--- src/pitch_config.svh ---
// Size and format constants for the time-stretch core
// PITCH_HOP must stay equal to PITCH_WINDOW / 2
// Samples are signed 16 bit, and the coefficients are unsigned Q0.15
`ifndef PITCH_CONFIG_SVH
`define PITCH_CONFIG_SVH

`define PITCH_ADDR_W    23  // SDRAM word address
`define PITCH_DATA_W    32  // SDRAM word, one stereo pair
`define PITCH_SAMPLE_W  16  // Per channel

`define PITCH_WINDOW    64  // Frame length in stereo words
`define PITCH_HOP       32  // Synthesis hop
`define PITCH_IDX_W     6   // Index into one frame

`define PITCH_COEF_W    16  // Hann coefficient, Q0.15
`define PITCH_SPEED_W   4   // Speed ratio in eighths

`endif

--- src/pitch_pkg.sv ---
// Types shared by the time-stretch blocks
// Q0.15 cannot hold 1.0, so the Hann peak saturates to 32767
// hann_coeff is meant for elaboration-time ROM contents only
`include "pitch_config.svh"

package pitch_pkg;

    // Header view: sample count in the low bits
    typedef struct packed {
        logic [`PITCH_DATA_W-`PITCH_ADDR_W-1:0] pad;     // 9 unused bits
        logic [`PITCH_ADDR_W-1:0]               length;
    } header_t;

    // Sample view: left channel in the upper half
    typedef struct packed {
        logic signed [`PITCH_SAMPLE_W-1:0] left;
        logic signed [`PITCH_SAMPLE_W-1:0] right;
    } stereo_t;

    typedef union packed {
        header_t hdr;
        stereo_t pair;
    } sdram_word_u;

    function automatic logic [`PITCH_COEF_W-1:0] hann_coeff(input int n);
        real w;
        int  c;
        w = 0.5 - 0.5 * $cos(2.0 * 3.14159265358979 * n / `PITCH_WINDOW);
        c = int'(w * 32768.0);  // Round to nearest
        if (c > 32767) begin
            c = 32767;          // Peak at n = WINDOW/2
        end
        return c[`PITCH_COEF_W-1:0];
    endfunction

endpackage

--- src/frame_reader.sv ---
// Frame producer that reads the header, steps the analysis hop and fills the buffer
// Speed 0 gives H_a = 0 and the run never ends
// The buffer is refilled only after frame_written from the writer
`timescale 1ns/10ps
`include "pitch_config.svh"

module frame_reader (
    input  logic                      clk,
    input  logic                      arst_n,
    input  logic                      start,
    input  logic [`PITCH_ADDR_W-1:0]  src_addr,
    input  logic [`PITCH_SPEED_W-1:0] speed,
    input  pitch_pkg::sdram_word_u    sdram_readdata,
    input  logic                      sdram_finished,
    input  logic                      frame_written,
    output logic                      sdram_read,
    output logic [`PITCH_ADDR_W-1:0]  rd_addr,
    output logic                      fill_we,
    output logic [`PITCH_IDX_W-1:0]   fill_idx,
    output pitch_pkg::sdram_word_u    fill_data,
    output logic                      frame_full,
    output logic                      done
);
    localparam int HA_W = `PITCH_IDX_W + 1;   // H_a up to 60

    typedef enum logic [1:0] {S_IDLE, S_HDR, S_FILL, S_WAIT} state_t;
    state_t state;

    logic [`PITCH_ADDR_W-1:0] length;      // Sample words after the header
    logic [`PITCH_ADDR_W-1:0] base;        // src + 1 + k*H_a
    logic [`PITCH_ADDR_W-1:0] frame_off;   // k*H_a
    logic [`PITCH_ADDR_W-1:0] next_base;
    logic [HA_W-1:0]          h_a;
    logic [`PITCH_ADDR_W:0]   chk_off;     // Offset of the frame under test
    logic [`PITCH_ADDR_W:0]   chk_len;
    logic                     fits;

    // First test uses the header word as it arrives
    always_comb begin
        if (state == S_HDR) begin
            chk_off = '0;
            chk_len = {1'b0, sdram_readdata.hdr.length};
        end else begin
            chk_off = {1'b0, frame_off} + h_a;   // Next frame
            chk_len = {1'b0, length};
        end
    end

    assign fits      = (chk_off + `PITCH_WINDOW) <= chk_len;
    assign next_base = base + h_a;
    assign fill_we   = (state == S_FILL) && sdram_finished;   // Store on completion
    assign fill_data = sdram_readdata;

    always_ff @(posedge clk or negedge arst_n) begin
        if (!arst_n) begin
            state      <= S_IDLE;
            sdram_read <= 1'b0;
            rd_addr    <= '0;
            fill_idx   <= '0;
            frame_full <= 1'b0;
            done       <= 1'b0;
            h_a        <= '0;
            length     <= '0;
            base       <= '0;
            frame_off  <= '0;
        end else begin
            frame_full <= fill_we && (fill_idx == `PITCH_IDX_W'(`PITCH_WINDOW - 1));
            done       <= 1'b0;
            case (state)
                S_IDLE: begin
                    if (start) begin
                        sdram_read <= 1'b1;           // Header request
                        rd_addr    <= src_addr;
                        base       <= src_addr + 1'b1;
                        h_a        <= HA_W'((`PITCH_HOP * speed) >> 3);
                        fill_idx   <= '0;
                        state      <= S_HDR;
                    end
                end
                S_HDR: begin
                    if (sdram_finished) begin
                        length    <= sdram_readdata.hdr.length;
                        frame_off <= '0;
                        if (fits) begin
                            rd_addr <= base;          // Frame 0 with the read held high
                            state   <= S_FILL;
                        end else begin
                            sdram_read <= 1'b0;       // Too short for one frame
                            done       <= 1'b1;
                            state      <= S_IDLE;
                        end
                    end
                end
                S_FILL: begin
                    if (sdram_finished) begin
                        fill_idx <= fill_idx + 1'b1;  // Wraps to 0 after the last word
                        rd_addr  <= rd_addr + 1'b1;
                        if (fill_idx == `PITCH_IDX_W'(`PITCH_WINDOW - 1)) begin
                            sdram_read <= 1'b0;
                            state      <= S_WAIT;
                        end
                    end
                end
                S_WAIT: begin
                    if (frame_written) begin
                        if (fits) begin
                            frame_off  <= chk_off[`PITCH_ADDR_W-1:0];
                            base       <= next_base;
                            rd_addr    <= next_base;
                            sdram_read <= 1'b1;
                            state      <= S_FILL;
                        end else begin
                            done  <= 1'b1;
                            state <= S_IDLE;
                        end
                    end
                end
                default: state <= S_IDLE;
            endcase
        end
    end

    // Request held with its address until the SDRAM completes it
    a_rd_hold: assert property (@(posedge clk) disable iff (!arst_n)
        sdram_read && !sdram_finished |=> sdram_read && $stable(rd_addr));

    a_fill_on_read: assert property (@(posedge clk) disable iff (!arst_n)
        fill_we |-> sdram_read && sdram_finished);

endmodule

--- src/window_buffer.sv ---
// One-frame stereo store with Hann windowing on the read side
// Read data comes back exactly two cycles after rd_en
// A write and a read of the same index in one cycle return the old word
`timescale 1ns/10ps
`include "pitch_config.svh"

module window_buffer (
    input  logic                    clk,
    input  logic                    arst_n,
    input  logic                    fill_we,
    input  logic [`PITCH_IDX_W-1:0] fill_idx,
    input  pitch_pkg::sdram_word_u  fill_data,
    input  logic                    rd_en,
    input  logic [`PITCH_IDX_W-1:0] rd_idx,
    output logic                    win_valid,
    output pitch_pkg::sdram_word_u  win_data
);
    localparam int PROD_W = `PITCH_SAMPLE_W + `PITCH_COEF_W + 1;

    pitch_pkg::sdram_word_u   mem  [`PITCH_WINDOW];   // Raw frame
    logic [`PITCH_COEF_W-1:0] hann [`PITCH_WINDOW];   // Hann ROM in Q0.15

    logic                     s1_valid;
    pitch_pkg::sdram_word_u   s1_pair;
    logic [`PITCH_COEF_W-1:0] s1_coef;
    logic signed [PROD_W-1:0] prod_l;
    logic signed [PROD_W-1:0] prod_r;

    for (genvar g = 0; g < `PITCH_WINDOW; g++) begin : g_rom
        assign hann[g] = pitch_pkg::hann_coeff(g);
    end

    // Coefficient zero-extended so the product stays signed
    assign prod_l = s1_pair.pair.left  * $signed({1'b0, s1_coef});
    assign prod_r = s1_pair.pair.right * $signed({1'b0, s1_coef});

    always_ff @(posedge clk) begin
        if (fill_we) begin
            mem[fill_idx] <= fill_data;
        end
        s1_pair <= mem[rd_idx];    // Stage one
        s1_coef <= hann[rd_idx];
        // Stage two keeps product >>> 15 in 16 bits
        win_data.pair.left  <= prod_l[`PITCH_SAMPLE_W+`PITCH_COEF_W-2:`PITCH_COEF_W-1];
        win_data.pair.right <= prod_r[`PITCH_SAMPLE_W+`PITCH_COEF_W-2:`PITCH_COEF_W-1];
    end

    always_ff @(posedge clk or negedge arst_n) begin
        if (!arst_n) begin
            s1_valid  <= 1'b0;
            win_valid <= 1'b0;
        end else begin
            s1_valid  <= rd_en;
            win_valid <= s1_valid;
        end
    end

    // A frame is never refilled while it is being read
    a_no_fill_on_read: assert property (@(posedge clk) disable iff (!arst_n)
        !(fill_we && rd_en));

endmodule

--- src/overlap_add_writer.sv ---
// Overlap-add consumer, one output word per windowed pair
// Output words go to dst + k*PITCH_HOP + i with 16-bit wrapping sums
// The tail half of the last frame is never written out
`timescale 1ns/10ps
`include "pitch_config.svh"

module overlap_add_writer (
    input  logic                     clk,
    input  logic                     arst_n,
    input  logic                     start,
    input  logic [`PITCH_ADDR_W-1:0] dst_addr,
    input  logic                     frame_full,
    input  logic [`PITCH_ADDR_W-1:0] rd_addr,
    input  logic                     win_valid,
    input  pitch_pkg::sdram_word_u   win_data,
    input  logic                     sdram_finished,
    output logic                     rd_en,
    output logic [`PITCH_IDX_W-1:0]  rd_idx,
    output logic                     frame_written,
    output logic                     sdram_write,
    output logic [`PITCH_ADDR_W-1:0] sdram_addr,
    output pitch_pkg::sdram_word_u   sdram_writedata
);
    localparam int POS_W = `PITCH_IDX_W - 1;   // Index within one hop

    typedef enum logic [2:0] {S_IDLE, S_RD_LO, S_RD_HI, S_SUM, S_KEEP, S_WR} state_t;
    state_t state;

    pitch_pkg::sdram_word_u   ovl [`PITCH_HOP];   // Second half of the previous frame
    pitch_pkg::sdram_word_u   ovl_q;
    logic [POS_W-1:0]         pos;                // i
    logic                     first;              // Frame 0 treats the store as cleared
    logic [`PITCH_ADDR_W-1:0] out_addr;           // dst + k*HOP + i

    assign rd_en      = (state == S_RD_LO) || (state == S_RD_HI);
    assign rd_idx     = {state == S_RD_HI, pos};  // i then i + HOP
    assign ovl_q      = first ? '0 : ovl[pos];
    assign sdram_addr = sdram_write ? out_addr : rd_addr;   // Reader owns it otherwise

    // Output word and overlap store
    always_ff @(posedge clk) begin
        if (state == S_SUM && win_valid) begin
            sdram_writedata.pair.left  <= win_data.pair.left  + ovl_q.pair.left;
            sdram_writedata.pair.right <= win_data.pair.right + ovl_q.pair.right;
        end
        if (state == S_KEEP && win_valid) begin
            ovl[pos] <= win_data;        // Read of ovl[i] happened a cycle before
        end
    end

    always_ff @(posedge clk or negedge arst_n) begin
        if (!arst_n) begin
            state         <= S_IDLE;
            pos           <= '0;
            first         <= 1'b1;
            out_addr      <= '0;
            sdram_write   <= 1'b0;
            frame_written <= 1'b0;
        end else begin
            frame_written <= 1'b0;
            if (start) begin
                state       <= S_IDLE;  // New run clears overlap and frame count
                first       <= 1'b1;
                out_addr    <= dst_addr;
                sdram_write <= 1'b0;
            end else begin
                case (state)
                    S_IDLE: begin
                        if (frame_full) begin
                            pos   <= '0;
                            state <= S_RD_LO;
                        end
                    end
                    S_RD_LO: state <= S_RD_HI;
                    S_RD_HI: state <= S_SUM;
                    S_SUM: begin
                        if (win_valid) begin
                            state <= S_KEEP;     // First half pair summed
                        end
                    end
                    S_KEEP: begin
                        if (win_valid) begin
                            sdram_write <= 1'b1;
                            state       <= S_WR;
                        end
                    end
                    S_WR: begin
                        if (sdram_finished) begin
                            sdram_write <= 1'b0;
                            out_addr    <= out_addr + 1'b1;
                            pos         <= pos + 1'b1;
                            if (pos == '1) begin
                                frame_written <= 1'b1;   // Last word of this hop
                                first         <= 1'b0;
                                state         <= S_IDLE;
                            end else begin
                                state <= S_RD_LO;
                            end
                        end
                    end
                    default: state <= S_IDLE;
                endcase
            end
        end
    end

    a_wr_hold: assert property (@(posedge clk) disable iff (!arst_n)
        sdram_write && !sdram_finished |=>
            sdram_write && $stable(sdram_writedata) && $stable(sdram_addr));

endmodule

--- src/pitch_core.sv ---
// Time-stretch top level with frames of PITCH_WINDOW at synthesis hop PITCH_HOP
// The SDRAM side holds each strobe until sdram_finished
// Read and write strobes are never high together
`timescale 1ns/10ps
`include "pitch_config.svh"

module pitch_core (
    input  logic                      clk,
    input  logic                      arst_n,
    input  logic                      start,
    input  logic [`PITCH_ADDR_W-1:0]  src_addr,
    input  logic [`PITCH_ADDR_W-1:0]  dst_addr,
    input  logic [`PITCH_SPEED_W-1:0] speed,
    output logic                      done,
    output logic                      sdram_read,
    output logic                      sdram_write,
    output logic [`PITCH_ADDR_W-1:0]  sdram_addr,
    output pitch_pkg::sdram_word_u    sdram_writedata,
    input  pitch_pkg::sdram_word_u    sdram_readdata,
    input  logic                      sdram_finished
);
    logic [`PITCH_ADDR_W-1:0] rd_addr;      // Reader address into the mux
    logic                     fill_we;
    logic [`PITCH_IDX_W-1:0]  fill_idx;
    pitch_pkg::sdram_word_u   fill_data;
    logic                     frame_full;
    logic                     frame_written;
    logic                     rd_en;
    logic [`PITCH_IDX_W-1:0]  rd_idx;
    logic                     win_valid;
    pitch_pkg::sdram_word_u   win_data;

    frame_reader u_reader (
        .clk            (clk),
        .arst_n         (arst_n),
        .start          (start),
        .src_addr       (src_addr),
        .speed          (speed),
        .sdram_readdata (sdram_readdata),
        .sdram_finished (sdram_finished),
        .frame_written  (frame_written),
        .sdram_read     (sdram_read),
        .rd_addr        (rd_addr),
        .fill_we        (fill_we),
        .fill_idx       (fill_idx),
        .fill_data      (fill_data),
        .frame_full     (frame_full),
        .done           (done)
    );

    window_buffer u_buffer (
        .clk       (clk),
        .arst_n    (arst_n),
        .fill_we   (fill_we),
        .fill_idx  (fill_idx),
        .fill_data (fill_data),
        .rd_en     (rd_en),
        .rd_idx    (rd_idx),
        .win_valid (win_valid),
        .win_data  (win_data)
    );

    overlap_add_writer u_writer (
        .clk             (clk),
        .arst_n          (arst_n),
        .start           (start),
        .dst_addr        (dst_addr),
        .frame_full      (frame_full),
        .rd_addr         (rd_addr),
        .win_valid       (win_valid),
        .win_data        (win_data),
        .sdram_finished  (sdram_finished),
        .rd_en           (rd_en),
        .rd_idx          (rd_idx),
        .frame_written   (frame_written),
        .sdram_write     (sdram_write),
        .sdram_addr      (sdram_addr),
        .sdram_writedata (sdram_writedata)
    );

endmodule

--- config.mk ---
export PLATFORM = sky130hd
export DESIGN_NAME = pitch_core
export DESIGN_NICKNAME = d
export VERILOG_FILES = /design/src/pitch_pkg.sv /design/src/frame_reader.sv /design/src/window_buffer.sv /design/src/overlap_add_writer.sv /design/src/pitch_core.sv
export VERILOG_INCLUDE_DIRS = /design/src /design/src/src
export SDC_FILE = /design/constraint.sdc
export NUM_CORES = 2
export LEC_CHECK = 0
export ABC_AREA = 1
export ABC_CLOCK_PERIOD_IN_PS = 17500
export BUFFER_PORTS_ARGS = -buffer_cell sky130_fd_sc_hd__buf_2
export CAP_MARGIN = 15
export CORE_UTILIZATION = 40
export DETAILED_ROUTE_END_ITERATION = 7
export PLACE_DENSITY = 0.64
export SLEW_MARGIN = 30
export SYNTH_ARGS = -nofsm -noshare
export SYNTH_HDL_FRONTEND = slang
export SYNTH_SLANG_ARGS = --single-unit
--- constraint.sdc ---
create_clock -name clk -period 17.5 [get_ports clk]
set_clock_uncertainty 0.2 [all_clocks]
set_input_delay 2.625 -clock clk [delete_from_list [all_inputs] [get_ports clk]]
set_output_delay 2.625 -clock clk [all_outputs]
set_load 0.05 [all_outputs]
==> flow_summary.yaml <==
die:
  fp.dieW_um: 610
  io_pins: 144
  num_rows: 222
  die_h_um: 610
  die_area_um2: 372000
  fp.coreArea_um2: 366000
  start_util_pct: 40.3
layout:
  multi_input_area_um2: 43700
  finalInstanceArea_um2: 166000
  nNetsFinal: 12789
  post-route-util_pct: 45.2
  nFillCells: 32439
  seqCellArea_um2: 98400
  area_delta_synth_final_pct: 12.2
  drive_above_1_share_pct: 8.80
clocking:
  cts_setup_buffers: 0
  hold_buffers: 0
  post_cts_resized: 0
  cts.htree.levels: 5
  clk_pin_slew_worst_paths_ns: 0.06
  cts_root_buf: "clkbuf_16"
  insertion_delay_ns: 0.96
  cts.path.max_buffers: 4
  cts.sinks: 3326
  cts_made_buffers: 340
  tritoncts: "built"
logic_synthesis:
  yosys-top-cells-area: "edfxtp_1, o21ai_0, fa_1"
  ys_ff_latch: 3326
  synth_edf_count: 3104
  syn-num-nets: 12677
  syn_area_um2: 148000
  synth.distinct_cells: 67
  synth_top_cell_area_share_pct: 63.1
  yosysWarningCount: 0
  synthCells: 11924
  yosysTopAreaCell: "edfxtp_1"
  synth_flop_cell: "edfxtp_1"
  syn_area_per_cell_um2: 12.4
  synth_seq_area_share_pct: 66.6
  async_flop_share_pct: 4.30
sta:
  setup_viol: 0
  period_share_pct: 39.8
  drv_slew: 0
  slew_headroom_pct: 29.5
  tightest_slew_ns: 1.05
  min_period_ns: 6.97
  fin_hold_ws_ns: 0.148
  final-hold-violation-count: 0
  setup-tns-final_ns: 0
  finalWorstSetupSlack_ns: 10.54
  rsz0062_at_grt: "no"
  fmax_mhz: 144
critical_path:
  crit_path_end_kind: "register"
  startpoint_type: "register"
  required_ns: 17.95
  cp_data_arrival_time_ns: 7.42
  crit_type: "reg2reg"
  path_max_fanout: 78
grt:
  track_usage_pct: 23.6
  grt_max_degree: 131
  grt_overflow: 0
  grt_pass1_wl_um: 651000
  antenna_found_initial: 36
  first_global_vias: 95807
worst_hold_path:
  hold_path.class: "reg2reg"
power:
  p_leak_nw: 59.8
  cellPowerDensity_nw_per_um2: 199
  ir_drop_mv: 0.689
drt:
  dr.pass1.iters: 6
  num_vias: 99267
  drt_iter0_markers: 13297
  via_per_inst: 5.79
  wl_um: 449000
  drtAntennaViolNets: 0
  post-route-drc-count: 0
  wl_per_cell_um: 26.2
placed_design:
  dp_slack_ns: 10.73
  place_hpwl_um: 253000
  place_congestion: 0.914
  numPortBuffers: 143
  place_area_um2: 155000
outcome:
  run_status: "complete, no violations"
flow_run:
  maxCapViolations: 0
## sequential cells by signal, indices dropped and copies added, names as in the netlist, 3 cells and up, named ones only
signal / count
u_buffer.mem: 2048
u_writer.ovl: 1024
u_buffer.s1_pair: 32
u_buffer.win_data: 32
u_writer.sdram_writedata: 32
u_reader.base: 23
u_reader.frame_off: 23
u_reader.length: 23
u_reader.rd_addr: 23
u_writer.out_addr: 23
u_buffer.s1_coef: 15
u_reader.fill_idx: 6
u_writer.pos: 5
u_reader.h_a: 4
u_writer.state: 3
## stage by stage
stage | cells | total power [W]
floorplan | 11924 | 0.0210
global placement | 16510 | 0.0258
detailed placement | 16510 | 0.0259
CTS | 17128 | 0.0329
global route | 17129 | 0.0353
finish | 17137 | 0.0330
## report_power, final
part / leakage (nW) / total [W] / switching (W) / internal [W]
clock network: 5.12 / 0.00697 / 0.00308 / 0.00389
registers: 30.4 / 0.00992 / 0.000470 / 0.00945
logic: 24.3 / 0.0161 / 0.0106 / 0.00547
## cell type report
cell class	count	area share [%]
Multi-Input combinational cell	6929	26.4
Timing Repair Buffer	434	1.88
Clock inverter	172	0.894
Tap cell	4816	3.64
Antenna cell	9	0.0136
Clock buffer	446	5.49
Sequential cell	3326	59.4
Inverter	1005	2.29
## cell usage after synthesis (all sizes together) (15+ instances only)
library cell and count:
edfxtp 3104, o21ai 1771, nand2 1468, nor2 1195
inv 999, a22oi 727, clkbuf 512, fa 362
ha 305, a21oi 233, nand3 205, buf 152
dfrtp 142, a221oi 132, dfxtp 79, xor2 73
nand4 65, a22o 62, nor3 58, o211ai 35
a31oi 31, xnor2 30, a211oi 26, o22ai 23
o31ai 17, nor4 15, or2 15
## routing by layer
metal  GRT usage (%)  vias to the layer above  part of all wire [%]
li1                -                    43116                     -
met1            32.3                    49633                    40
met2            37.6                     5565                    46
met3            4.56                      933                    11
met4            7.88                       20                   3.6
met5               0                        -                 0.030
## cells by family after synthesis
logic type	Yosys count	synth area share (%)
DFF	3326	66.6
xor gates and xnor gates	103	0.611
AOI/OAI and AO/OA	3125	12.7
buffers and inverters	1669	4.34
adders and majority gates	667	7.49
and+or+nand+nor	3034	8.22
## critical path: stages (launching register included)
cell      delay [ns]
dfrtp_4         0.67
inv_1           0.26
nand2_1         0.27
inv_8           0.51
buf_4           0.64
buf_4           0.56
buf_4           0.53
a22oi_1         0.17
o21ai_0         0.11
a22o_1          0.20
a221oi_1        0.08
a21oi_1         0.22
inv_1           0.08
fa_1            0.40
nand3b_1        0.17
nand2_1         0.10
a21boi_0        0.14
o21ai_0         0.31
a31oi_1         0.18
o21ai_0         0.28
a21oi_1         0.10
nor2_1          0.10
nor2_1          0.06
xor2_1          0.14
## placed cells by master, fill, tap and decap left out, types with 10 or more instances in the layout
master,netlist,layout
edfxtp_1,3104,3104
o21ai_0,1721,1721
nand2_1,1462,1460
nor2_1,1181,1077
inv_1,989,986
a22oi_1,727,727
fa_1,362,362
clkbuf_16,0,347
ha_1,305,302
buf_4,7,283
a21oi_1,226,226
nand3_1,198,198
dfrtp_1,142,140
buf_2,59,135
a221oi_1,132,131
nor2_4,3,106
clkbuf_1,511,95
clkinv_1,6,78
dfxtp_1,79,76
xor2_1,73,73
nand4_1,64,64
a22o_1,62,62
nor3_1,58,55
clkinv_2,0,49
o21ai_1,35,35
o211ai_1,35,35
a31oi_1,31,31
xnor2_1,30,30
a211oi_1,26,25
o22ai_1,23,23
o31ai_1,17,17
or2_2,15,15
nor4_1,15,15
o21ai_2,15,15
buf_12,0,15
bufinv_16,0,14
nor2_2,11,12
inv_2,10,11
clkinvlp_4,0,10
## worst paths after layout
path,slack (ns),cells past startpoint,to,startpoint
worst min-delay path,0.15,0,u_buffer.win_valid,u_buffer.s1_valid
min in group asynchronous,1.51,1,u_reader.fill_idx[4],arst_n
worst max register to register,10.54,23,u_writer.sdram_writedata[30],u_writer.pos[1]
worst min register to register,0.15,0,u_buffer.win_valid,u_buffer.s1_valid
worst max-delay path,10.54,23,u_writer.sdram_writedata[30],u_writer.pos[1]
max in group asynchronous,14.06,2,u_writer.pos[0],arst_n
Power figures use the tool's default switching activity.
